===== config.mk =====
export PLATFORM = sky130hd
export DESIGN_NAME = issueCredit
export DESIGN_NICKNAME = d
export VERILOG_FILES = /design/src/logic/seqPkg.sv /design/src/logic/issueCredit.sv
export VERILOG_INCLUDE_DIRS = /design/src /design/src/include
export SDC_FILE = /design/constraint.sdc
export NUM_CORES = 1
export LEC_CHECK = 0
export BUFFER_PORTS_ARGS = -buffer_cell sky130_fd_sc_hd__buf_2
export CORE_MARGIN = 8
export CORE_UTILIZATION = 35
export CTS_CLUSTER_DIAMETER = 200
export DETAILED_ROUTE_END_ITERATION = 10
export PLACE_DENSITY = 0.7
export SLEW_MARGIN = 30
export SYNTH_ARGS = -nofsm -noshare
export SYNTH_HDL_FRONTEND = slang
export SYNTH_SLANG_ARGS = --single-unit

===== constraint.sdc =====
create_clock -name CLK -period 4 [get_ports CLK]
set_clock_uncertainty 0.05 [all_clocks]
set_input_delay 0.2 -clock CLK [delete_from_list [all_inputs] [get_ports CLK]]
set_output_delay 0.2 -clock CLK [all_outputs]
set_load 0.01 [all_outputs]

===== src/include/sequencer_settings.svh =====
`ifndef SEQUENCER_SETTINGS_SVH
`define SEQUENCER_SETTINGS_SVH

// Control store addressing, 2K words
`define CRAM_ADDR_W 11

// Execution payload carried with each microword
`define PAYLOAD_W 16

// Condition flags seen by skip and dispatch
`define FLAG_W 16

// Return stack geometry
`define STACK_DEPTH 8
`define STACK_PTR_W 3
`define STACK_CNT_W 4

// Credits granted to the execution unit after reset
`define CREDIT_MAX 4
`define CREDIT_W 3

`endif


===== src/logic/seqPkg.sv =====
`include "sequencer_settings.svh"

package seqPkg;

  ////////////////////////////////////////////////////////////////////////////
  // Next-address modes of a microword
  ////////////////////////////////////////////////////////////////////////////

  // FORCE sends the sequencer to the all-ones trap address
  typedef enum logic [2:0] {
    NEXT_J   = 3'd0,
    DISPATCH = 3'd1,
    SKIP     = 3'd2,
    CALL     = 3'd3,
    RETURN   = 3'd4,
    FORCE    = 3'd5
  } seqMode;

  ////////////////////////////////////////////////////////////////////////////
  // Select field, read one of two ways depending on mode
  ////////////////////////////////////////////////////////////////////////////

  // Dispatch reading: source number and placement of the value
  typedef struct packed {
    logic [2:0] dispSrc;
    logic [1:0] dispShift;
  } dispatchView;

  // Skip reading: flag index and optional inversion
  typedef struct packed {
    logic       skipInvert;
    logic [3:0] skipCond;
  } skipView;

  typedef union packed {
    dispatchView disp;
    skipView     skip;
  } selField;

  // One control store word, 35 bits
  typedef struct packed {
    logic [`CRAM_ADDR_W-1:0] jump;
    seqMode                  mode;
    selField                 sel;
    logic [`PAYLOAD_W-1:0]   payload;
  } microWord;

endpackage


===== src/logic/issueCredit.sv =====
`timescale 1ns/1ps
`include "sequencer_settings.svh"

module issueCredit (
  input  logic                    CLK,
  input  logic                    RESET,
  input  logic                    run,
  input  logic                    creditReturn,
  input  logic [`CRAM_ADDR_W-1:0] crAddr,
  input  seqPkg::microWord        word,
  output logic                    advance,
  output logic                    uValid,
  output logic [`CRAM_ADDR_W-1:0] uAddr,
  output logic [`PAYLOAD_W-1:0]   uPayload,
  output logic                    uParity
);

  logic [`CREDIT_W-1:0] credits;

  // Issue whenever running and the execution unit has room
  assign advance = run && (credits != '0);

  ////////////////////////////////////////////////////////////////////////////
  // Credit counter
  ////////////////////////////////////////////////////////////////////////////

  always_ff @(posedge CLK) begin
    if (RESET) begin
      credits <= `CREDIT_W'(`CREDIT_MAX);
    end else begin
      case ({advance, creditReturn})
        2'b10:   credits <= credits - 1'b1;
        2'b01:   credits <= credits + 1'b1;
        // Issue and return together cancel out
        default: credits <= credits;
      endcase
    end
  end

  ////////////////////////////////////////////////////////////////////////////
  // Microword output register
  ////////////////////////////////////////////////////////////////////////////

  always_ff @(posedge CLK) begin
    if (RESET) begin
      uValid <= 1'b0;
    end else begin
      uValid <= advance;
    end
  end

  // Held between issues, qualified by uValid
  always_ff @(posedge CLK) begin
    if (advance) begin
      uAddr    <= crAddr;
      uPayload <= word.payload;
      uParity  <= ^{word.mode, word.sel};
    end
  end

endmodule


Word level (Yosys, flattened, before mapping)
Cells that the tools add are included.

cells by class
  reduce and logical (&&, ||, !) cells = 4
  equality and inequality tests = 2
  $add $sub $neg = 2
  muxes and demuxes = 1

operator list
  kind                                                                count
  8-bit XOR reduction                                                 1
  3-bit one-hot mux with 2 select lines                               1
  3-bit by 1-bit adder with 3-bit output, second input constant       1
  3-bit nonzero test                                                  1
  3-bit by 1-bit subtractor with 3-bit output, second input constant  1
  2-bit by 1-bit == test with 1-bit output, second input constant     1
  2-bit == test, second input constant                                1
  2-bit nonzero test                                                  1
  1-bit logical AND                                                   1

word-level totals
  output and inout bits = 30
  bits of input ports = 50
  logic and storage cells = 14
  register bits after elaboration = 32

Longest topological paths before layout
  depth in word-level cells = 4
  depth in mapped cells = 7
  depth with buffers taken out = 7

Least setup slack after synthesis
No wires, ideal clock.

  path type = register to register
  start point = register credits[0]
  end point = register credits[2]
  setup slack = 1.934 ns
  path buffers = 0
  cell stages (with the launch flop) = 8
  period minus slack after synthesis = 2.066 ns
  setup time = 0.127 ns
  data arrival time = 1.889 ns
  data required time = 3.823 ns
  path through = dfxtp_1 o31ai_1 ha_1 inv_1 fa_1 xor2_1 o21ai_1 or3b_1

on the way
  cells in the longest elaborated chain, start to end = 4
  elaborated cells on any way between the ends = 8
  those cells by class = add/sub (2); eq/ne (2); mux (1); reduce/logical (3)

RTL lines
  item                                                                            RTL line           text
  start, declared                                                                 issueCredit.sv:18  logic [`CREDIT_W-1:0] credits;
  start signal, assigned                                                          issueCredit.sv:29  credits <= `CREDIT_W'(`CREDIT_MAX);
  start signal, assigned                                                          issueCredit.sv:32  2'b10: credits <= credits - 1'b1;
  start signal, assigned                                                          issueCredit.sv:33  2'b01: credits <= credits + 1'b1;
  branches (longest 4 deep; another with 3-bit by 1-bit adder with 3-bit output)  -

Several ways; the timed one is not identified.
A chain may end at the register's enable or synchronous reset.

Worst setup path after layout
Same ends and word-level chain as after synthesis.

==> flow_summary_export.csv <==
group,metric,value,unit
timing,holdWs,0.02482,ns
clock_network,cts_tree,"done",
detailed_routing,vias,835,
clock_network,htree_levels,2,
detailed_routing,antenna_left,0,
detailed_routing,drcViolationCount,0,
power,power-per-cell-area,445.0,nW/um2
detailed_routing,first_pass_iters,4,
grt,grt_use_total,11.75,%
clock_network,cts_buffer_depth,2,
clock_network,cts_hold_buf,26,
timing,fin_crit,2.253,ns
timing,setup_viol,0,
layout,syn_to_final_growth,64.67,%
power,p_total,0.0007968,W
die,die_y,71.74,um
clock_network,clk_pin_slew,0.09,ns
clock_network,clk_latency,0.32,ns
layout,final_common_cell,"buf_2",
grt,grt_pass1_wl,4.526,mm
timing,fmax,443.9,MHz
die,die_x,71.74,um
detailed_routing,wirelength,2.814,mm
clock_network,cts.sinks,32,
worst_setup_path,crit_fanout,3,
detailed_routing,avgViaCountPerCell,4.418,
power,p_leak,0.7884,nW
yosys,yosysUniqueCellTypes,13,
placement,dpl.hpwl,1.850,mm
clock_network,cts_resized,0,
yosys,syn_area,1087,um2
timing,finalHoldViolCount,0,
layout,most-common-layout-cells,"68 x buf_2, 28 x edfxtp_1, 27 x dlygate4sd3_1",
grt,grt_start_max_net_pins,30,
placement,port-buffer-count,68,
layout,fin_nets,207,
die,rows,20,
worst_setup_path,worstSetupPathType,"register to register",
timing,final.setup.tns,0,ns
timing,tightest_slew,0.5600,ns
placement,place_congestion,0.7314,
detailed_routing,wl_per_cell,14.89,um
worst_setup_path,startpoint_type,"register",
grt,antenna_found_initial,0,
layout,drive_above_1_share,48.72,%
worst_setup_path,r2r_slack,1.75,ns
clock_network,cts-root-buf,"clkbuf_4",
timing,maxSlewViolCount,0,
die,core_area,3003,um2
yosys,synth-seq-cells,32,
yosys,synth_area_per_cell,20.51,um2
die,initial_core_util,36.21,%
die,die_area,5146,um2
run_status,status,"finished clean",
yosys,syn_nets,105,
yosys,yosysWarnings,0,
clock_network,post-cts-setup-buffers,0,
timing,timing.final.crit_share,56.32,%
detailed_routing,drt_iter0_drc,55,
die,io-pin-count,80,
worst_setup_path,required,4.16,ns
worst_setup_path,cp.arrival,2.41,ns
clock_network,numCtsBuffers,5,
power,vdd_drop_max,0.0001458,V
timing,rsz0062_at_grt,"false",
worst_hold_path,hold_class,"input pin to register",
job,maxCapViolations,0,
layout,diodes,0,
grt,grt_pass1_vias,892,
timing,timing.slew.headroom,62.61,%
yosys,ys_seq_area_share,84.70,%
grt,grt-ovfl-total,0,
layout,finalCoreUtilization,59.62,%
worst_setup_path,worst_setup_path_end_kind,"register",
yosys,synthCells,53,
layout make-up:
cell class	instances	area, um2
Sequential cell	32	920.9
Multi-Input combinational cell	19	158.9
Tap cell	33	41.29
Timing Repair Buffer	95	610.6
Inverter	2	7.507
Clock buffer	5	37.54
Clock inverter	3	13.76
Fill cell	236	1212
stage by stage:
stage,instances,area (um2),setup WS [ns]
2_1_floorplan,53,1087,1.934
3_3_place_gp,154,1469,1.863
3_5_place_dp,154,1469,1.747
4_1_cts,188,1780,1.714
5_1_grt,189,1790,1.585
6_report,189,1790,1.747
per-layer routing:
layer  routed length, um  GRT usage (%)  vias to the layer above
met4                  56          6.122                        0
li1                    -              -                      400
met3                 429          7.113                        6
met5                   0              0                        -
met1                1140          12.91                      374
met2                1188          17.31                       55
cell families (layout without fill, tap and decap cells):
| logic type | Yosys count | in the layout | share of synthesized area (%) |
|---|---|---|---|
| XOR/XNOR | 9 | 9 | 7.250 |
| adder cells (fa/ha/maj) | 2 | 2 | 2.992 |
| multiplexers | 1 | 1 | 0.9206 |
| AND/OR/NAND/NOR | 5 | 5 | 2.301 |
| AO/OA/AOI/OAI | 2 | 2 | 1.151 |
| flip-flops | 32 | 32 | 84.70 |
| buffers and inverters | 2 | 105 | 0.6907 |
flip-flops by register name (all words and copies together) (netlist names):
register  count
credits       3
uAddr        11
uParity       1
uPayload     16
uValid        1
power breakdown:
part	leakage, nW	internal [W]	total [W]	switching [W]
Clock	0.0324	0.0000644	0.000167	0.000103
Combinational	0.452	0.0000865	0.000181	0.0000945
Sequential	0.304	0.000428	0.000449	0.0000204
Total	0.788	0.000579	0.000797	0.000218
synth_stat cells (all sizes together):
library cell,count,area share (%)
edfxtp,28,77
xnor2,6,4.8
dfxtp,4,7.4
nor2,3,1.0
xor2,3,2.4
inv,2,0.69
fa,1,1.8
ha,1,1.2
mux2i,1,0.92
nor3,1,0.46
o21ai,1,0.46
o31ai,1,0.69
or3b,1,0.81
critical path, cell delays in order, from the launching register on:
cell and delay (ns):
dfxtp_1 0.36, o31ai_1 0.42, ha_1 0.27, inv_1 0.06, fa_1 0.37, xor2_1 0.16
o21ai_1 0.11, or3b_1 0.35
worst paths after layout:
| check | startpoint | end | depth (start not counted) |
|---|---|---|---|
| max | credits[0] | credits[2] | 7 |
| min | RESET | uValid | 2 |
| max reg2reg | credits[0] | credits[2] | 7 |
| min reg2reg | credits[1] | credits[1] | 2 |
No activity file was read; power rests on OpenSTA's default activity.
