<file path="src/include/sequencer_settings.svh">
`ifndef SEQUENCER_SETTINGS_SVH
`define SEQUENCER_SETTINGS_SVH

// Control store addressing, 2K words
`define CRAM_ADDR_W 11

// Execution payload carried with each microword
`define PAYLOAD_W 16

// Condition flags seen by skip and dispatch
`define FLAG_W 16

// Return stack geometry
`define STACK_DEPTH 8
`define STACK_PTR_W 3
`define STACK_CNT_W 4

// Credits granted to the execution unit after reset
`define CREDIT_MAX 4
`define CREDIT_W 3

`endif

</file>
<file path="src/logic/seqPkg.sv">
`include "sequencer_settings.svh"

package seqPkg;

  ////////////////////////////////////////////////////////////////////////////
  // Next-address modes of a microword
  ////////////////////////////////////////////////////////////////////////////

  // FORCE sends the sequencer to the all-ones trap address
  typedef enum logic [2:0] {
    NEXT_J   = 3'd0,
    DISPATCH = 3'd1,
    SKIP     = 3'd2,
    CALL     = 3'd3,
    RETURN   = 3'd4,
    FORCE    = 3'd5
  } seqMode;

  ////////////////////////////////////////////////////////////////////////////
  // Select field, read one of two ways depending on mode
  ////////////////////////////////////////////////////////////////////////////

  // Dispatch reading: source number and placement of the value
  typedef struct packed {
    logic [2:0] dispSrc;
    logic [1:0] dispShift;
  } dispatchView;

  // Skip reading: flag index and optional inversion
  typedef struct packed {
    logic       skipInvert;
    logic [3:0] skipCond;
  } skipView;

  typedef union packed {
    dispatchView disp;
    skipView     skip;
  } selField;

  // One control store word, 35 bits
  typedef struct packed {
    logic [`CRAM_ADDR_W-1:0] jump;
    seqMode                  mode;
    selField                 sel;
    logic [`PAYLOAD_W-1:0]   payload;
  } microWord;

endpackage

</file>
<file path="src/logic/dispatchCapture.sv">
`timescale 1ns/1ps
`include "sequencer_settings.svh"

module dispatchCapture (
  input  logic                    CLK,
  input  logic                    RESET,
  input  logic                    opLoad,
  input  logic [`CRAM_ADDR_W-1:0] opDispatch,
  input  logic                    flagLoad,
  input  logic [`FLAG_W-1:0]      flags,
  input  logic                    diagAddrLoad,
  input  logic [`CRAM_ADDR_W-1:0] diagAddrIn,
  input  seqPkg::selField         sel,
  input  logic [`CRAM_ADDR_W-1:0] stackTop,
  output logic [`CRAM_ADDR_W-1:0] dispValue,
  output logic                    skipBit
);

  localparam int AW = `CRAM_ADDR_W;

  logic [AW-1:0]      opReg;
  logic [`FLAG_W-1:0] flagReg;
  logic [AW-1:0]      diagAddr;
  logic [AW-1:0]      srcWord;

  ////////////////////////////////////////////////////////////////////////////
  // Input registers
  ////////////////////////////////////////////////////////////////////////////

  always_ff @(posedge CLK) begin
    if (RESET) begin
      opReg    <= '0;
      flagReg  <= '0;
      diagAddr <= '0;
    end else begin
      if (opLoad) begin
        opReg <= opDispatch;
      end
      if (flagLoad) begin
        flagReg <= flags;
      end
      if (diagAddrLoad) begin
        diagAddr <= diagAddrIn;
      end
    end
  end

  ////////////////////////////////////////////////////////////////////////////
  // Dispatch source and placement
  ////////////////////////////////////////////////////////////////////////////

  always_comb begin
    case (sel.disp.dispSrc)
      3'd0:    srcWord = diagAddr;
      3'd1:    srcWord = opReg;
      3'd2:    srcWord = AW'(opReg[3:0]);
      3'd3:    srcWord = AW'(flagReg[3:0]);
      3'd4:    srcWord = AW'(flagReg[7:4]);
      3'd5:    srcWord = AW'(flagReg[11:8]);
      3'd6:    srcWord = AW'(flagReg[15:12]);
      default: srcWord = AW'(stackTop[3:0]);
    endcase
  end

  // Shift codes 0..2 place the low nibble; code 3 passes the full source
  always_comb begin
    case (sel.disp.dispShift)
      2'd0:    dispValue = AW'(srcWord[3:0]);
      2'd1:    dispValue = AW'(srcWord[3:0]) << 4;
      2'd2:    dispValue = AW'(srcWord[3:0]) << 7;
      default: dispValue = srcWord;
    endcase
  end

  // Skip condition, only meaningful for SKIP words
  assign skipBit = flagReg[sel.skip.skipCond] ^ sel.skip.skipInvert;

endmodule

</file>
<file path="config.mk">
export PLATFORM = sky130hd
export DESIGN_NAME = dispatchCapture
export DESIGN_NICKNAME = d
export VERILOG_FILES = /design/src/logic/seqPkg.sv /design/src/logic/dispatchCapture.sv
export VERILOG_INCLUDE_DIRS = /design/src /design/src/include
export SDC_FILE = /design/constraint.sdc
export NUM_CORES = 1
export LEC_CHECK = 0
export ABC_CLOCK_PERIOD_IN_PS = 1400
export BUFFER_PORTS_ARGS = -buffer_cell sky130_fd_sc_hd__buf_2
export CORE_ASPECT_RATIO = 1.2
export CORE_UTILIZATION = 44
export DETAILED_ROUTE_END_ITERATION = 6
export PLACE_DENSITY = 0.75
export REMOVE_ABC_BUFFERS = 1
export SLEW_MARGIN = 25
export SYNTH_ARGS = -nofsm -noshare
export SYNTH_HDL_FRONTEND = slang
export SYNTH_SLANG_ARGS = --single-unit
</file>
<file path="constraint.sdc">
create_clock -name CLK -period 1.4 [get_ports CLK]
set_clock_uncertainty 0.05 [all_clocks]
set_input_delay 0.07 -clock CLK [delete_from_list [all_inputs] [get_ports CLK]]
set_output_delay 0.07 -clock CLK [all_outputs]
set_load 0.02 [all_outputs]
</file>
# ---- After elaboration in Yosys (flattened, before gate mapping)
# Index checks and enable logic that the tools add are counted.
dict set report classes {
  eq_ne 8
  div 0
  shift 0
  magnitude_cmp 1
  reduce_logical 2
  mux 4
  n_mul 0
  bitwise 1
  addsub 0
}
# op count
set op_table {}
lappend op_table {{$pmux W11 S7} 1}
lappend op_table {{$pmux W11 S3} 1}
lappend op_table {{$eq A3 B3 Y1 const B} 3}
lappend op_table {{$eq A3 B2 Y1 const B} 2}
lappend op_table {{$lt A4 B5 Y1 const B} 1}
lappend op_table {{$bmux W1 S4} 1}
lappend op_table {{$eq A3 B1 Y1 const B} 1}
lappend op_table {{$logic_not A3 Y1} 1}
lappend op_table {{$eq A2 B1 Y1 const B} 1}
lappend op_table {{$eq A2 B2 Y1 const B} 1}
lappend op_table {{$logic_not A2 Y1} 1}
lappend op_table {{$mux W1} 1}
lappend op_table {{$xor A1 B1 Y1} 1}
dict set report totals {
  regBits 38
  output_inout_bits 12
  inputBits 59
  ramBits 0
  latch_bits 0
  rom_bits 0
  elab_cells 19
  mem_count 0
}

# ---- Longest topological paths before layout
# Gate-level depths: netlist of run 1.
dict set report logic_depth {
  word_depth 3
  ltp_mapped 6
  ltp_nobuf 4
}

# ---- Least setup slack after synthesis of run 1
# Ideal clock, no wire load.
dict set report synth_timing {
  path_type {reg2out}
  startpoint {register flagReg[1]}
  endpoint {output port skipBit}
  t_required_ns 1.280
  path_stages_with_launch 4
  arrival_time_ns 1.644
  n_path_buf 0
  setup_slack_ns -0.364
  cell_sequence {dfxtp_1 -> mux4_1 -> mux4_2 -> xnor2_1}
}
dict set report synth_between {
  elab_chain_cells 3
}
# element line
set synth_rtl {}
lappend synth_rtl {{from (decl)} dispatchCapture.sv:22} ;# logic [`FLAG_W-1:0] flagReg;
lappend synth_rtl {{from (signal assigned)} dispatchCapture.sv:40} ;# flagReg <= flags;
lappend synth_rtl {{$bmux W1 S4} dispatchCapture.sv:76} ;# assign skipBit = flagReg[sel.skip.skipCond] ^ sel.skip.skipInvert;
lappend synth_rtl {{$mux W1 (not written as such)} dispatchCapture.sv:76}
lappend synth_rtl {{$xor A1 B1 Y1} dispatchCapture.sv:76}
lappend synth_rtl {{to (decl)} dispatchCapture.sv:16} ;# output logic skipBit
# Every way passes these cells. The select of a mux whose other input is x is not followed.

# ---- Final worst setup path of run 1
dict set report layout_timing {
  startpoint {register flagReg[3]}
  endpoint {output port skipBit}
}
# Same word-level chain as after synthesis.

==> flow_summary.ini, run 1 <==
[power]
power_leakage_nw = 1.53
power_density_nw_per_um2 = 888
vdd.ir_drop.worst_mv = 0.816

[critical_path]
critPathRequiredTime_ns = 1.28
crit_path_start_kind = flop
worst-setup-path-type = flop to output pin
setup.worst_path.end_class = output pin
arrival_ns = 1.90
crit_path_max_fo = 2

[timing]
timing.slew.headroom_pct = 68.8
report.final.hold_viol_count = 1
final.setup.worst_slack_ns = -0.619
slew_viol_final = 0
max_fclk_ghz = 0.495
timing.final.crit_share_pct = 144
final.min_clock_period_ns = 2.02
grt_setup_unrepaired = true
fin_worst_hold_slack_ns = -0.000392
worst-slew-pin-transition_ns = 0.468
timing.setup.tns_ns = -5.21
setup_viol = 12

[synthesis]
synth.avg_cell_area_um2 = 9.86
yosys_register_bits = 38
synth_cell_types = 41
edff_count_synth = 0
post_synth_inst_count = 196
ys_dominant_reg_cell = sky130_fd_sc_hd__dfxtp_1
synth-seq-area-share_pct = 39.4
synth_async_sr_flop_share_pct = 0
netlist_area_um2 = 1930
yosys_warnings = 0

[global_routing]
first_global_vias = 2020
antenna_found_initial = 0
gr-total-overflow = 0
globalRouteTotalUtil_pct = 26.5
grt_first_pass_wirelength_mm = 9.21
pin_count_of_the_biggest_net_entering_global_routing = 22

[cts]
max-clock-path-buffers = 2
ctsRootBufferMaster = sky130_fd_sc_hd__clkbuf_8
cts-buffers-inserted = 5
htree_num_levels = 2
cts.clk_slew.worst_paths_ns = 0.07
numClockSinks = 38
tritoncts = done
worstSkewPairLatency_ns = 0.30

[outcome]
violations = hold timing, setup timing
run_status = finished, violations left

[floorplan]
io_pins = 71
die_outline_area_um2 = 4660
floorplan.die.width_um = 62.5
standard_cell_row_count = 26
placeableCoreArea_um2 = 4230
start_util_pct = 45.7
die_h_um = 74.6

[placed_design]
routabilityCongestion = 0.818
detailed_place_hpwl_mm = 3.97
numPortBuffers = 63

[layout]
drive_gt1_share_pct = 45.3
antenna_cells_inserted = 0
nets = 389
final_util_pct = 76.3
layout-area-overhead-vs-synth_pct = 67.0

[routing]
initialDrtViolationCount = 65
totalWireLength_mm = 6.37
detail_route.vias_per_cell = 5.36
count_of_vias_placed_by_the_detailed_router = 2075
route.detailed.wl_per_inst_um = 16.5
drc_errors = 0
antenna_violating_nets_post_route = 0
drt_first_pass_iters = 4

[job]
maxCapViolCount = 0

[min_path]
worst_hold_path_type = primary input to flop
## critical path, cell delays in order (launching register included)
cell and delay, ns:
sky130_fd_sc_hd__dfxtp_2 0.33, sky130_fd_sc_hd__mux4_2 0.46, sky130_fd_sc_hd__mux4_2 0.49, sky130_fd_sc_hd__xnor2_1 0.17, sky130_fd_sc_hd__buf_4 0.16
## routing by layer
layer  track usage [%]  share of wire (%)  routed length, um  vias to the layer above
met5                 0                  0                  0                        -
met4              14.7                4.1                259                        0
met3              6.36                5.2                332                       25
met2              51.7                 53               3370                       90
met1              26.1                 38               2410                      976
li1                  -                  -                  -                      984
## registers in the layout, summed over array words and instances (netlist names)
register and cells:
opReg 11, flagReg 16, diagAddr 11
## layout make-up
cell class                 count  area, um^2
timing repair buffer         140        1040
fill                         297        1000
clock inverter                 3        45.0
inverter                       4        15.0
tap                           56        70.1
multi-input combinational    141        1220
clock buffer                   5        68.8
sequential                    38         773
## repair_timing
action / 4_1_cts / 5_1_grt
pin swaps: 18 / 5
gates resized for setup: 41 / 11
setup endpoints to repair: 12 / 12
gates cloned: 0 / 0
setup buffers: 2 / 2
hold buffers: 34 / 0
hold endpoints to repair: 34 / 0
## cell usage in the layout, fill, tap and decap left out, drive strengths merged, types with 2 or more instances in the layout
cell type / count
mux2i: 46
nor2: 44
clkbuf: 5
dlygate4sd3: 34
a22o: 2
buf: 106
dfxtp: 38
a22oi: 2
nor2b: 2
clkinvlp: 2
nor3: 5
a221o: 2
a211o: 2
mux4: 5
o32ai: 6
inv: 3
or2: 2
o21a: 2
nand3: 2
## metrics by stage
stage                     std cells  instance area (um^2)  worst slack, ns  total power [mW]
after floorplan                 183                  1870           -0.364              1.45
after global placement          342                  2570           -0.307              1.74
after CTS                       385                  3170           -0.620              2.82
after detailed placement        342                  2570           -0.324              1.76
final                           387                  3230           -0.619              2.87
after global routing            387                  3230           -0.667              2.97
## worst paths after layout
kind / from / endpoint / slack (ns) / depth (start not counted)
max: flagReg[3] / skipBit / -0.62 / 4
min: flags[6] / flagReg[6] / -0.0004 / 3
min reg2reg: opReg[0] / opReg[0] / 0.46 / 2
max reg2reg: flagReg[1] / flagReg[1] / 0.40 / 4
## Yosys cell counts (2+ instances only)
library cell               instances  area [um^2]
sky130_fd_sc_hd__mux2i_1          46          460
sky130_fd_sc_hd__nor2_1           44          165
sky130_fd_sc_hd__dfxtp_1          38          761
sky130_fd_sc_hd__clkbuf_1          6         22.5
sky130_fd_sc_hd__o32ai_1           6         52.6
sky130_fd_sc_hd__nor3_1            5         25.0
sky130_fd_sc_hd__mux4_1            4          105
sky130_fd_sc_hd__buf_2             3         15.0
sky130_fd_sc_hd__inv_1             3         11.3
sky130_fd_sc_hd__a211o_1           2         17.5
sky130_fd_sc_hd__a221o_1           2         20.0
sky130_fd_sc_hd__a22o_1            2         17.5
sky130_fd_sc_hd__a22oi_1           2         15.0
sky130_fd_sc_hd__buf_1             2         7.51
sky130_fd_sc_hd__nand3_1           2         10.0
sky130_fd_sc_hd__nor2b_1           2         12.5
sky130_fd_sc_hd__o21a_1            2         15.0
sky130_fd_sc_hd__or2_2             2         12.5
## cells by family after synthesis
kind of cell	Yosys count	share of synthesized area, %
AND/OR/NAND/NOR	64	14.9
multiplexers	51	30.4
flip-flops	38	39.4
AO/OA/AOI/OAI	24	10.4
buffers and inverters	17	4.08
XOR/XNOR	2	0.906
## power by group
part           leakage [nW]  switching [mW]  internal, mW
registers             0.317          0.0377          1.15
clock network        0.0504           0.415         0.530
logic                  1.16           0.336         0.398
total                  1.53           0.789          2.08
Note: power is estimated with default switching activity, not from simulation.
==> run 2, diff against run 1 <==
- ABC_CLOCK_PERIOD_IN_PS: 1400 -> 2100
- PLACE_DENSITY: 0.75 -> 0.72
- clock period: 1.4 -> 2.1 ns (I/O delays scaled with it)
==> flow_summary.ini, run 2 (synthesized netlist as in run 1, its figures left out) <==
[placed_design]
detailed_place_hpwl_mm = 3.28
place.detailed.instances = 303
routabilityCongestion = 0.863
numPortBuffers = 63
preCtsSetupSlack_ns = 0.261

[floorplan]
io_pins = 71
start_util_pct = 45.7
die_h_um = 74.6
floorplan.die.width_um = 62.5
die_outline_area_um2 = 4660
placeableCoreArea_um2 = 4230
standard_cell_row_count = 26

[timing]
setup_viol = 0
slew_viol_final = 0
timing.final.crit_share_pct = 98.1
worst-slew-pin-transition_ns = 0.680
fin_worst_hold_slack_ns = 0.00434
report.final.hold_viol_count = 0
final.setup.worst_slack_ns = 0.0391
max_fclk_ghz = 0.485
grt_setup_unrepaired = true
timing.slew.headroom_pct = 54.7
final.min_clock_period_ns = 2.06
timing.setup.tns_ns = 0

[cts]
ctsRootBufferMaster = sky130_fd_sc_hd__clkbuf_8
worstSkewPairLatency_ns = 0.29
cts.clk_slew.worst_paths_ns = 0.07
tritoncts = done
htree_num_levels = 2
cts-buffers-inserted = 5
post_cts.repair.setup_buffers = 0
numClockSinks = 38
max-clock-path-buffers = 2

[global_routing]
antenna_found_initial = 0
globalRouteTotalUtil_pct = 21.0
first_global_vias = 1656
pin_count_of_the_biggest_net_entering_global_routing = 39
grt_first_pass_wirelength_mm = 7.60
gr-total-overflow = 0

[layout]
fillers = 386
area.sequential_um2 = 768
regMostFlops = flagReg
largest_registers = flagReg: 16 flops, diagAddr: 11 flops, opReg: 11 flops
layout_common_cells = 63 x sky130_fd_sc_hd__buf_2, 46 x sky130_fd_sc_hd__mux2i_1, 44 x sky130_fd_sc_hd__nor2_1
largest_reg_flops = 16
layout-area-overhead-vs-synth_pct = 32.4
post_layout_nonfiller_instances = 330
layout.cells.most_common = sky130_fd_sc_hd__buf_2
multi_input_comb_area_um2 = 1080
drive_gt1_share_pct = 31.8
antenna_cells_inserted = 0
nets = 332

[routing]
antenna_violating_nets_post_route = 0
drc_errors = 0
count_of_vias_placed_by_the_detailed_router = 1706
initialDrtViolationCount = 33
totalWireLength_mm = 4.60
detail_route.vias_per_cell = 5.17
route.detailed.wl_per_inst_um = 13.9
drt_first_pass_iters = 4

[critical_path]
critPathRequiredTime_ns = 1.95
worst-setup-path-type = flop to output pin
arrival_ns = 1.91
crit_path_start_kind = flop
crit_path_cell_trace = mux4_2, mux4_2, xnor2_1, buf_2
critical-path-max-stage-delay_ns = 0.48
timing.critical_path.buf_inv = 1
setup.worst_path.end_class = output pin
crit_path_max_fo = 3
critPathTopFamily = multiplexers
critical_path.slowest_cell = sky130_fd_sc_hd__mux4_2
crit_top_cell = sky130_fd_sc_hd__mux4_2

[power]
power_density_nw_per_um2 = 675
power_leakage_nw = 1.22
vdd.ir_drop.worst_mv = 0.544
finalPower_mw = 1.73

[job]
maxCapViolCount = 0

[min_path]
worst_hold_path_type = primary input to flop

[outcome]
run_status = finished clean
[run 2: cell count changes in the layout (fill, tap and decap cells not counted), moves of 4 or more]
| cell | delta |
|---|---|
| sky130_fd_sc_hd__buf_6 | -6 |
| sky130_fd_sc_hd__dlygate4sd3_1 | -15 |
| sky130_fd_sc_hd__o32ai_2 | -5 |
| sky130_fd_sc_hd__nor3_2 | -4 |
| sky130_fd_sc_hd__nor3_1 | +4 |
| sky130_fd_sc_hd__dfxtp_2 | -4 |
| sky130_fd_sc_hd__buf_2 | +10 |
| sky130_fd_sc_hd__buf_4 | -45 |
| sky130_fd_sc_hd__dfxtp_1 | +4 |
| sky130_fd_sc_hd__o32ai_1 | +5 |
[run 2: what timing repair did]
item	CTS	global route
endpoints found under the setup margin	1	2
resized for setup	1	11
endpoints found under the hold margin	19	0
pin swaps	0	1
hold buffers	19	0
[run 2: final cells by class]
cell class                 instances  share of cell area (%)
multi-input combinational        141                    42.4
sequential                        38                    30.0
timing repair buffer              83                    20.0
tap                               56                    2.74
clock buffer                       5                    2.69
clock inverter                     3                    1.56
inverter                           4                   0.587
[run 2: final timing paths]
check	endpoint	cells after the start	slack [ns]	start
setup reg to reg	flagReg[4]	2	1.40	flagReg[4]
setup / recovery	skipBit	4	0.04	flagReg[11]
hold reg to reg	diagAddr[7]	2	0.45	diagAddr[7]
hold / removal	flagReg[14]	3	0.004	flags[14]
[run 2: power by group]
group | internal [mW] | switching (mW) | leakage [nW]
sequential | 0.765 | 0.0287 | 0.316
combinational | 0.166 | 0.162 | 0.845
clock | 0.349 | 0.256 | 0.0579
total | 1.28 | 0.447 | 1.22
[run 2: through the flow]
stage | util, % | area (um^2)
4_1_cts | 60.6 | 2560
2_1_floorplan | - | 1870
3_5_place_dp | 53.5 | 2260
6_report | 60.5 | 2560
5_1_grt | 60.5 | 2560
3_3_place_gp | 53.5 | 2260
[run 2: metal layers]
metal | GRT usage (%) | part of all wire [%] | up-vias
li1 | - | - | 866
met5 | 0 | 0 | -
met1 | 25.4 | 44 | 782
met2 | 36.2 | 49 | 52
met4 | 8.53 | 1.4 | 0
met3 | 5.00 | 5.6 | 6
[run 2: worst min-delay path, stage by stage]
cell	delay, ns
sky130_fd_sc_hd__buf_2	0.08
sky130_fd_sc_hd__mux2i_1	0.05
sky130_fd_sc_hd__nor2_1	0.07
