$ cat src/include/sequencer_settings.svh
`ifndef SEQUENCER_SETTINGS_SVH
`define SEQUENCER_SETTINGS_SVH

// Control store addressing, 2K words
`define CRAM_ADDR_W 11

// Execution payload carried with each microword
`define PAYLOAD_W 16

// Condition flags seen by skip and dispatch
`define FLAG_W 16

// Return stack geometry
`define STACK_DEPTH 8
`define STACK_PTR_W 3
`define STACK_CNT_W 4

// Credits granted to the execution unit after reset
`define CREDIT_MAX 4
`define CREDIT_W 3

`endif

$ cat src/logic/returnStack.sv
`timescale 1ns/1ps
`include "sequencer_settings.svh"

module returnStack (
  input  logic                    CLK,
  input  logic                    RESET,
  input  logic                    push,
  input  logic                    pop,
  input  logic [`CRAM_ADDR_W-1:0] pushAddr,
  output logic [`CRAM_ADDR_W-1:0] top,
  output logic [`STACK_CNT_W-1:0] depthCount
);

  localparam int DEPTH = `STACK_DEPTH;

  logic [`CRAM_ADDR_W-1:0] entries [DEPTH];
  // Points at the slot the next push writes
  logic [`STACK_PTR_W-1:0] ptr;
  logic [`STACK_PTR_W-1:0] ptrPrev;

  assign ptrPrev = (ptr == '0) ? `STACK_PTR_W'(DEPTH - 1) : ptr - 1'b1;

  always_ff @(posedge CLK) begin
    if (push) begin
      entries[ptr] <= pushAddr;
    end
  end

  ////////////////////////////////////////////////////////////////////////////
  // Pointer and occupancy
  ////////////////////////////////////////////////////////////////////////////

  always_ff @(posedge CLK) begin
    if (RESET) begin
      ptr        <= '0;
      depthCount <= '0;
    end else if (push) begin
      ptr <= (ptr == `STACK_PTR_W'(DEPTH - 1)) ? '0 : ptr + 1'b1;
      // A full stack keeps its count, the oldest entry is overwritten
      if (depthCount != `STACK_CNT_W'(DEPTH)) begin
        depthCount <= depthCount + 1'b1;
      end
    end else if (pop && depthCount != '0) begin
      ptr        <= ptrPrev;
      depthCount <= depthCount - 1'b1;
    end
  end

  // Empty stack returns to address zero
  assign top = (depthCount == '0) ? '0 : entries[ptrPrev];

endmodule

$ cat config.mk
export PLATFORM = sky130hd
export DESIGN_NAME = returnStack
export DESIGN_NICKNAME = d
export VERILOG_FILES = /design/src/logic/returnStack.sv
export VERILOG_INCLUDE_DIRS = /design/src /design/src/include
export SDC_FILE = /design/constraint.sdc
export NUM_CORES = 1
export LEC_CHECK = 0
export BUFFER_PORTS_ARGS = -buffer_cell sky130_fd_sc_hd__buf_2
export CAP_MARGIN = 30
export CORE_MARGIN = 5
export CORE_UTILIZATION = 30
export CTS_CLUSTER_DIAMETER = 120
export CTS_CLUSTER_SIZE = 24
export DETAILED_ROUTE_END_ITERATION = 7
export PLACE_DENSITY = 0.42
export SLEW_MARGIN = 20
export SYNTH_ARGS = -nofsm -noshare
export SYNTH_HDL_FRONTEND = slang
export SYNTH_SLANG_ARGS = --single-unit
$ cat constraint.sdc
create_clock -name CLK -period 6.5 [get_ports CLK]
set_input_delay 0.65 -clock CLK [delete_from_list [all_inputs] [get_ports CLK]]
set_output_delay 0.65 -clock CLK [all_outputs]
set_load 0.1 [all_outputs]
Yosys cells after proc, flatten, opt, wreduce, memory -nomap -nowiden
Memories as Yosys holds them, arrays and structs flattened.
Cells that the tools add are included.
- flip-flop bits (word level): 7
- latch bits: 0
- RAM bits: 88
- memory bits (read-only): 0
- bits of input ports: 15
- output and inout bits: 15
- word-level logic and storage cells: 26
- memories kept: 1
- add/subtract/negate cells: 4
- multiply operators: 0
- divide/modulo/power cells: 0
- order comparisons: 0
- equal/unequal tests: 3
- shifts and indexed selects: 0
- mux-type cells: 10
- bitwise logic cells: 0
- reductions and logical operators: 6
- memory list (name ; depth ; width ; rd ports ; clocked after Yosys merged registers in ; wr ports ; line ; RTL):
    entries ; 8 ; 11 ; 1 ; 0 ; 1 ; returnStack.sv:16 ; logic [`CRAM_ADDR_W-1:0] entries [DEPTH];
- operator list (operator ; count):
    3-bit two-way mux ; 4
    4-bit two-way mux ; 3
    11-bit two-way mux ; 1
    4-bit by 1-bit adder with 4-bit output (second input constant) ; 1
    4-bit logical NOT ; 1
    4-bit inequality test (second input constant) ; 1
    4-bit nonzero test ; 1
    4-bit by 1-bit subtractor with 4-bit output (second input constant) ; 1
    3-bit by 1-bit adder with 3-bit output (second input constant) ; 1
    3-bit == test (second input constant) ; 1
    3-bit logical NOT ; 1
    3-bit by 1-bit subtractor with 3-bit output (second input constant) ; 1
    1-bit two-way mux ; 2
    2-bit by 1-bit inequality test with 1-bit output (second input constant) ; 1
    2-bit AND reduction ; 1
    2-bit nonzero test ; 1
    1-bit logical AND ; 1

Depth between registers and ports, before layout
Gate-level depths: netlist of run 1.
- depth after elaboration: 4
- depth in mapped cells: 10

Worst setup path before layout of run 1
OpenSTA, ideal clock, no wires.
- path type: register to output
- start point: reg ptr[0]
- end point: out top[0]
- arrival: 2.781 ns
- required time: 5.850 ns
- setup slack: 3.069 ns
- cell stages (with the launch flop): 11
- path buffers: 3
- cells stage by stage: dfxtp_1 -> buf_6 -> inv_1 -> buf_1 -> ha_1 -> ha_1 -> buf_2 -> nor2_1 -> a221oi_1 -> a21oi_1 -> a22o_1
- cells in the longest elaborated chain, start to end: 4
- ends and longest elaborated chain (element ; line ; RTL):
    from (decl) ; returnStack.sv:18 ; logic [`STACK_PTR_W-1:0] ptr;
    from (signal assigned) ; returnStack.sv:38 ; ptr <= (ptr == `STACK_PTR_W'(DEPTH - 1)) ? '0 : ptr + 1'b1;
    from (signal assigned) ; returnStack.sv:44 ; ptr <= ptrPrev;
    3-bit by 1-bit subtractor with 3-bit output or 3-bit logical NOT (tied branches) ; returnStack.sv:21 ; assign ptrPrev = (ptr == '0) ? `STACK_PTR_W'(DEPTH - 1) : ptr - 1'b1;
    3-bit two-way mux * ; returnStack.sv:21 ;
    memory read 8 x 11 bit * ; - ;
    11-bit two-way mux * ; returnStack.sv:50 ; assign top = (depthCount == '0) ? '0 : entries[ptrPrev];
    to (decl) ; returnStack.sv:10 ; output logic [`CRAM_ADDR_W-1:0] top,
Mark *: on every way between the ends. The rest lies on a longest branch, timed or not.

Final worst setup path of run 1
- start point: reg ptr[0]
- end point: out top[8]
Same word-level chain as after synthesis.

==> run summary, run 1 <==
Post-Syn Area: 3889 µm²
outcome: finished clean
Post-Route Utilization: 35.96%
sequential area share after synthesis: 71.56%
met2 wire len: 3661 µm
Worst Reg-to-Reg Cells: 7
Synth area leader: edfxtp_1
multiplexer share of the synthesized area: 10.04%
worst skew pair latency: 0.34 ns
DRC Markers: 0
H-Tree Depth: 3
metal3 WL: 428 µm
Fill cells: 1224
area of the multi-input gates: 1037 µm²
Iter 0 DRT Violations: 40
global route overflow: 0
Period Utilization, post-route: 67.47%
CP Launch Point: ptr[0]
Routability Congestion: 0.7045
hold path depth: 2
aggregate global-route resource usage: 11.53%
FFs w/ async S/R, synth: 0%
first-pass GRT wire length: 12430 µm
Inserted Diodes: 0
slew margin rel.: 48.09%
number of setup violations in the final report: 0
Clock Tree Buf Depth: 2
Clk pin slew, worst setup/hold paths: 0.06 ns
post-synthesis xor/xnor area fraction: 0.6757%
TritonRoute pass-1 iters: 5
worst reg2reg endpoint: ptr[0]
post-synth net total: 249
Post-Synth Adder-Cell Area: 2.445%
number of gates resized after cts: 0
CTS Buf Count: 9
max layer used: met5
hold_buf cts: 0
Fmax: 0.2280 GHz
Compound-Gate Fraction of Synth Area: 8.816%
Crit path top cell by count: ha_1
total wire length: 8209 µm
Synth Area in Simple Gates: 4.440%
Core ar.: 12670 µm²
number of synthesized flops with an enable pin: 88
Ys Warns: 0
Yosys top cell area share: 67.95%
count of final max-slew check failures: 0
FF-to-FF Start: ptr[0]
slowest CP cell: mux4_1
CP endpoint kind: output port
Setup TNS: 0 ns
actual slew at the worst max-slew pin: 0.7779 ns
critical path class: reg2out
worst-path cell chain: inv_1, ha_1, ha_1, nor2b_4, mux4_1, a22o_1, buf_2
Rows: 41
Avg Cell Area, Syn: 17.13 µm²
Critical Path AT: 3.74 ns
WL/cell: 18.61 µm
main combinational cell family by area after synthesis: multiplexers
RSZ-0062 raised after global routing: no
Root Buffer: clkbuf_16
Critical Path Fanout Max: 24
via count: 2143
Post-DP HPWL: 5018 µm
Largest stage delay, worst path: 0.64 ns
TritonCTS Sinks: 95
Yosys cell types: 36
number of global-route vias before repair: 2085
Hold Crit Class: reg2reg
antenna viol nets, final: 0
reg-to-reg slack, setup: 3.85 ns
largest net degree at the start of global routing: 34
area grow syn2layout: 17.18%
met1 wire length: 3940 µm
I/O Buffers: 29
Final min period: 4.385 ns
clk_skew: 0.009271 ns
Die W: 123.9 µm
top cells by area, synth: edfxtp_1, mux4_2, dfxtp_1, mux2i_1, a221oi_1
worst setup path endpoint: top[8]
share of cells above drive strength 1: 24.16%
Most used DFF post-synth: edfxtp_1
Initial Util: 30.69%
CTS tree: done
Mapped Cells: 227
total die area: 15340 µm²
IO Pins: 30
vias per cell: 4.859
initial antenna violation count: 1
Die H: 123.9 µm
max cap viols: 0
setup bufs post-CTS: 0
final net count: 288
Synth Register Bits: 95
final-report hold violation count: 0
Req. time, crit path: 5.85 ns
startpoint types: register
register area: 2783 µm²
[per-stage QoR]
stage	area, µm²	hold WS [ns]	instances	worst slack, ns
2_1_floorplan	3889	0.6162	227	3.069
4_1_cts	4557	0.5539	441	2.079
3_3_place_gp	4270	0.5430	427	2.539
6_report	4557	0.5419	441	2.115
3_5_place_dp	4270	0.5456	427	2.444
5_1_grt	4557	0.5820	441	1.855
[registers in the layout, indices dropped and copies added (netlist names)]
signal and cells:
ptr 3, entries 88, depthCount 4
[logic make-up after synthesis]
logic type / count (synthesis)
flops: 95
compound gates: 47
simple gates: 36
mux: 24
buf+inv: 15
fa+ha+maj: 7
xor+xnor: 3
[worst min path at each step]
stage / endpoint / slack, ns / startpoint
5_1_grt: entries[7][9] / 0.58 / pushAddr[9]
4_1_cts: depthCount[1] / 0.55 / depthCount[1]
6_report: depthCount[1] / 0.54 / depthCount[1]
3_3_place_gp: depthCount[1] / 0.54 / depthCount[1]
3_5_place_dp: depthCount[1] / 0.55 / depthCount[1]
2_1_floorplan: ptr[2] / 0.62 / ptr[2]
[Yosys cell counts (3+ instances only)]
library cell,number
a21oi_1,16
a221oi_1,10
a22o_1,10
a22oi_1,3
buf_2,3
clkbuf_1,4
dfxtp_1,7
edfxtp_1,88
ha_1,6
inv_1,4
mux2i_1,12
mux4_1,3
mux4_2,8
nand2_1,11
nand2b_1,4
nor2_1,12
nor3_1,3
[critical path: cells and delay by family (launching register included)]
family	cells	cell delay (ns)
AO/OA/AOI/OAI	1	0.21
adder cells (fa/ha/maj)	2	0.62
buffers and inverters	2	0.77
flip-flops	1	0.61
multiplexers	1	0.64
AND/OR/NAND/NOR	1	0.53
[placed cells by master (no fill, tap or decap), types with 7 or more instances in the layout]
master and n:
edfxtp_1 88, buf_2 29, a21oi_1 16, mux2i_1 12, nor2_1 12, nand2_1 11, a221oi_1 10, a22o_1 10
buf_4 10, clkbuf_16 9, mux4_2 8, dfxtp_1 7
[cell type report]
cell class                      count  share of cell area (%)
Tap cell                          172                   4.723
Clock buffer                        9                   4.942
Multi-Input combinational cell    117                   22.76
Sequential cell                    95                   61.07
Timing Repair Buffer               39                   4.833
Inverter                            4                  0.3295
Clock inverter                      5                   1.345
[per-layer routing]
layer / global-route usage, % / up-vias
met5: 0 / -
met4: 5.121 / 2
met3: 2.906 / 15
met2: 16.90 / 47
met1: 16.17 / 1086
li1: - / 993
Power of run 1 is not shown: default switching activity piles up to over one toggle a cycle in this logic, so the estimate is an artifact.
==> inputs of run 2 (changes only) <==
--- a/config.mk
+++ b/config.mk
@@ -6,6 +6,7 @@
 export SDC_FILE = /design/constraint.sdc
 export NUM_CORES = 1
 export LEC_CHECK = 0
+export ABC_AREA = 1
 export BUFFER_PORTS_ARGS = -buffer_cell sky130_fd_sc_hd__buf_2
 export CAP_MARGIN = 30
 export CORE_MARGIN = 5
@@ -13,7 +14,7 @@
 export CTS_CLUSTER_DIAMETER = 120
 export CTS_CLUSTER_SIZE = 24
 export DETAILED_ROUTE_END_ITERATION = 7
-export PLACE_DENSITY = 0.42
+export PLACE_DENSITY = 0.41
 export SLEW_MARGIN = 20
 export SYNTH_ARGS = -nofsm -noshare
 export SYNTH_HDL_FRONTEND = slang
==> constraint.sdc (replaced) <==
create_clock -name CLK -period 4.1 [get_ports CLK]
set_input_delay 0.41 -clock CLK [delete_from_list [all_inputs] [get_ports CLK]]
set_output_delay 0.41 -clock CLK [all_outputs]
set_load 0.1 [all_outputs]
==> run summary, run 2 <==
worst reg2reg endpoint: ptr[0] (unchanged)
Clk pin slew, worst setup/hold paths: 0.07 ns (was 0.06 ns)
Setup TNS: 0 ns (unchanged)
vias per cell: 4.778 (was 4.859)
aggregate global-route resource usage: 13.45% (was 11.53%)
clk_skew: 0.006974 ns (was 0.009271 ns)
number of gates resized after cts: 0 (unchanged)
hold_buf cts: 0 (unchanged)
Rows: 43 (was 41)
Iter 0 DRT Violations: 173 (was 40)
Pwr Density: 675.3 nW/µm²
reg-to-reg slack, setup: 1.90 ns (was 3.85 ns)
number of synthesized flops with an enable pin: 88 (unchanged)
startpoint types: register (unchanged)
Root Buffer: clkbuf_16 (unchanged)
Hold Crit Class: in2reg (was reg2reg)
Die W: 127.9 µm (was 123.9 µm)
Avg Cell Area, Syn: 10.66 µm² (was 17.13 µm²)
Routability Congestion: 0.7732 (was 0.7045)
RSZ-0062 raised after global routing: no (unchanged)
via count: 2905 (was 2143)
Worst Reg-to-Reg Cells: 9 (was 7)
setup bufs post-CTS: 0 (unchanged)
total die area: 16350 µm² (was 15340 µm²)
worst skew pair latency: 0.34 ns (about the same)
global route overflow: 0 (unchanged)
largest net degree at the start of global routing: 48 (was 34)
final-report hold violation count: 0 (unchanged)
Die H: 127.9 µm (was 123.9 µm)
Synth Register Bits: 95 (unchanged)
CTS tree: done (unchanged)
outcome: finished clean (unchanged)
slew margin rel.: 41.01% (was 48.09%)
Post-Syn Area: 4166 µm² (was 3889 µm²)
WL/cell: 17.14 µm (was 18.61 µm)
initial antenna violation count: 0 (was 1)
count of final max-slew check failures: 0 (unchanged)
max reg flops: 88 (unchanged)
antenna viol nets, final: 0 (unchanged)
actual slew at the worst max-slew pin: 0.8848 ns (was 0.7779 ns)
CP Launch Point: ptr[1] (was ptr[0])
Ys Warns: 0 (unchanged)
FFs w/ async S/R, synth: 0% (unchanged)
leak pwr: 1.930 nW
CP endpoint kind: output port (unchanged)
number of global-route vias before repair: 3003 (was 2085)
TritonCTS Sinks: 95 (unchanged)
Initial Util: 30.25% (was 30.69%)
I/O Buffers: 29 (unchanged)
CTS Buf Count: 9 (unchanged)
Most used DFF post-synth: edfxtp_1 (unchanged)
final net count: 445 (was 288)
Synth area leader: edfxtp_1 (unchanged)
biggest regs: entries: 88 flops, depthCount: 4 flops, ptr: 3 flops (unchanged)
Clock Tree Buf Depth: 2 (unchanged)
DRC Markers: 0 (unchanged)
Fmax: 0.2893 GHz
max cap viols: 0 (unchanged)
share of cells above drive strength 1: 13.79% (was 24.16%)
Mapped Cells: 391 (was 227)
Period Utilization, post-route: 84.30%
Fin Hold WS: 0.2831 ns (was 0.5419 ns)
Critical Path Fanout Max: 32 (was 24)
first-pass GRT wire length: 16580 µm (was 12430 µm)
Fill cells: 1388 (was 1224)
Core ar.: 13770 µm² (was 12670 µm²)
H-Tree Depth: 3 (unchanged)
commonest cells in the netlist: nand2_1, nand3_1, edfxtp_1 (was edfxtp_1, a21oi_1, mux2i_1, nor2_1, nand2_1)
number of setup violations in the final report: 0 (unchanged)
Post-DP HPWL: 6541 µm (was 5018 µm)
Final min period: 3.456 ns
IO Pins: 30 (unchanged)
Inserted Diodes: 0 (unchanged)
worst setup path endpoint: top[5] (was top[8])
Yosys top cell area share: 63.42% (was 67.95%)
total wire length: 10420 µm (was 8209 µm)
Req. time, crit path: 3.69 ns (was 5.85 ns)
post-synth net total: 413 (was 249)
Most flops, register: entries (unchanged)
TritonRoute pass-1 iters: 4 (was 5)
sequential area share after synthesis: 66.79% (was 71.56%)
top cells by area, synth: edfxtp_1, nand3_1, nand2_1, dfxtp_1, nor2_1 (was edfxtp_1, mux4_2, dfxtp_1, mux2i_1, a221oi_1)
most common cell after layout, fill and taps aside: nand2_1 (was edfxtp_1)
Worst VDD drop: 0.0005081 V
area grow syn2layout: 19.55% (was 17.18%)
critical path class: reg2out (unchanged)
commonest cells after routing, fill and taps aside: nand2_1, nand3_1, edfxtp_1 (was edfxtp_1, buf_2, a21oi_1)
Critical Path AT: 3.05 ns (was 3.74 ns)
top-count cell post-synth: nand2_1 (was edfxtp_1)
FF-to-FF Start: ptr[1] (was ptr[0])
Yosys cell types: 20 (was 36)
==> run 2: changes by cell type in the layout (fill, tap and decap cells not counted), sizes merged, moves of 11 or more <==
cell,before,now
mux4,11,0
nand2,11,102
nand3,0,92
inv,4,15
mux2i,12,0
nor2,12,32
==> run 2: worst min path at each step <==
stage                       from  endpoint  cells after the start
after floorplan            RESET    ptr[1]                      1
after global placement    ptr[1]    ptr[1]                      2
after detailed placement  ptr[1]    ptr[1]                      2
after CTS                  RESET    ptr[2]                      2
after global routing       RESET    ptr[1]                      2
final                      RESET    ptr[2]                      2
==> run 2: through the flow <==
stage | instance area, µm² | instances | power, mW | setup slack, ns | utilization [%]
floorplan | 4167 | 391 | 2.106 | 0.8035 | -
global placement | 4690 | 592 | 2.585 | 0.9402 | 34.05
detailed placement | 4690 | 592 | 2.583 | 0.9550 | 34.05
CTS | 4981 | 608 | 3.405 | 0.5811 | 36.16
global route | 4981 | 608 | 3.530 | 0.3097 | 36.16
finish | 4981 | 608 | 3.364 | 0.6435 | 36.16
==> run 2: layout make-up <==
cell class,count,area (µm²),area share (%)
Sequential cell,95,2783,55.87
Multi-Input combinational cell,260,1217,24.44
Clock buffer,11,232.7,4.672
Clock inverter,5,58.81,1.181
Timing Repair Buffer,42,407.9,8.189
Inverter,15,56.30,1.130
Tap cell,180,225.2,4.521
==> run 2: cells by family after synthesis <==
logic type	Yosys count	synth area share (%)
adders and majority gates	7	2.282
buffers and inverters	36	4.054
and+or+nand+nor	230	23.84
AOI/OAI and AO/OA	20	2.402
DFF	95	66.79
xor gates and xnor gates	3	0.6307
==> run 2: layer usage <==
metal  GRT usage [%]  wire length [µm]
met3           3.583               716
met2           21.23              4783
met1           17.84              4689
met4           4.869               232
met5               0                 0
==> run 2: worst max-delay path: stages (launching register included) <==
cell and delay (ns):
dfxtp_1 0.39, inv_1 0.10, ha_1 0.19, ha_1 0.21
inv_2 0.28, nand2_2 0.49, buf_4 0.38, nand2_1 0.07
nand3_1 0.06, nand2_1 0.09, nand2_1 0.06, nand2_1 0.10
nor2_1 0.09, buf_12 0.18
==> run 2: report_power, final <==
part | switching (mW) | internal, mW | total (mW)
clock | 0.340 | 0.473 | 0.813
sequential | 0.0246 | 1.12 | 1.14
combinational | 1.00 | 0.409 | 1.41
No activity file was read; power rests on OpenSTA's default activity.
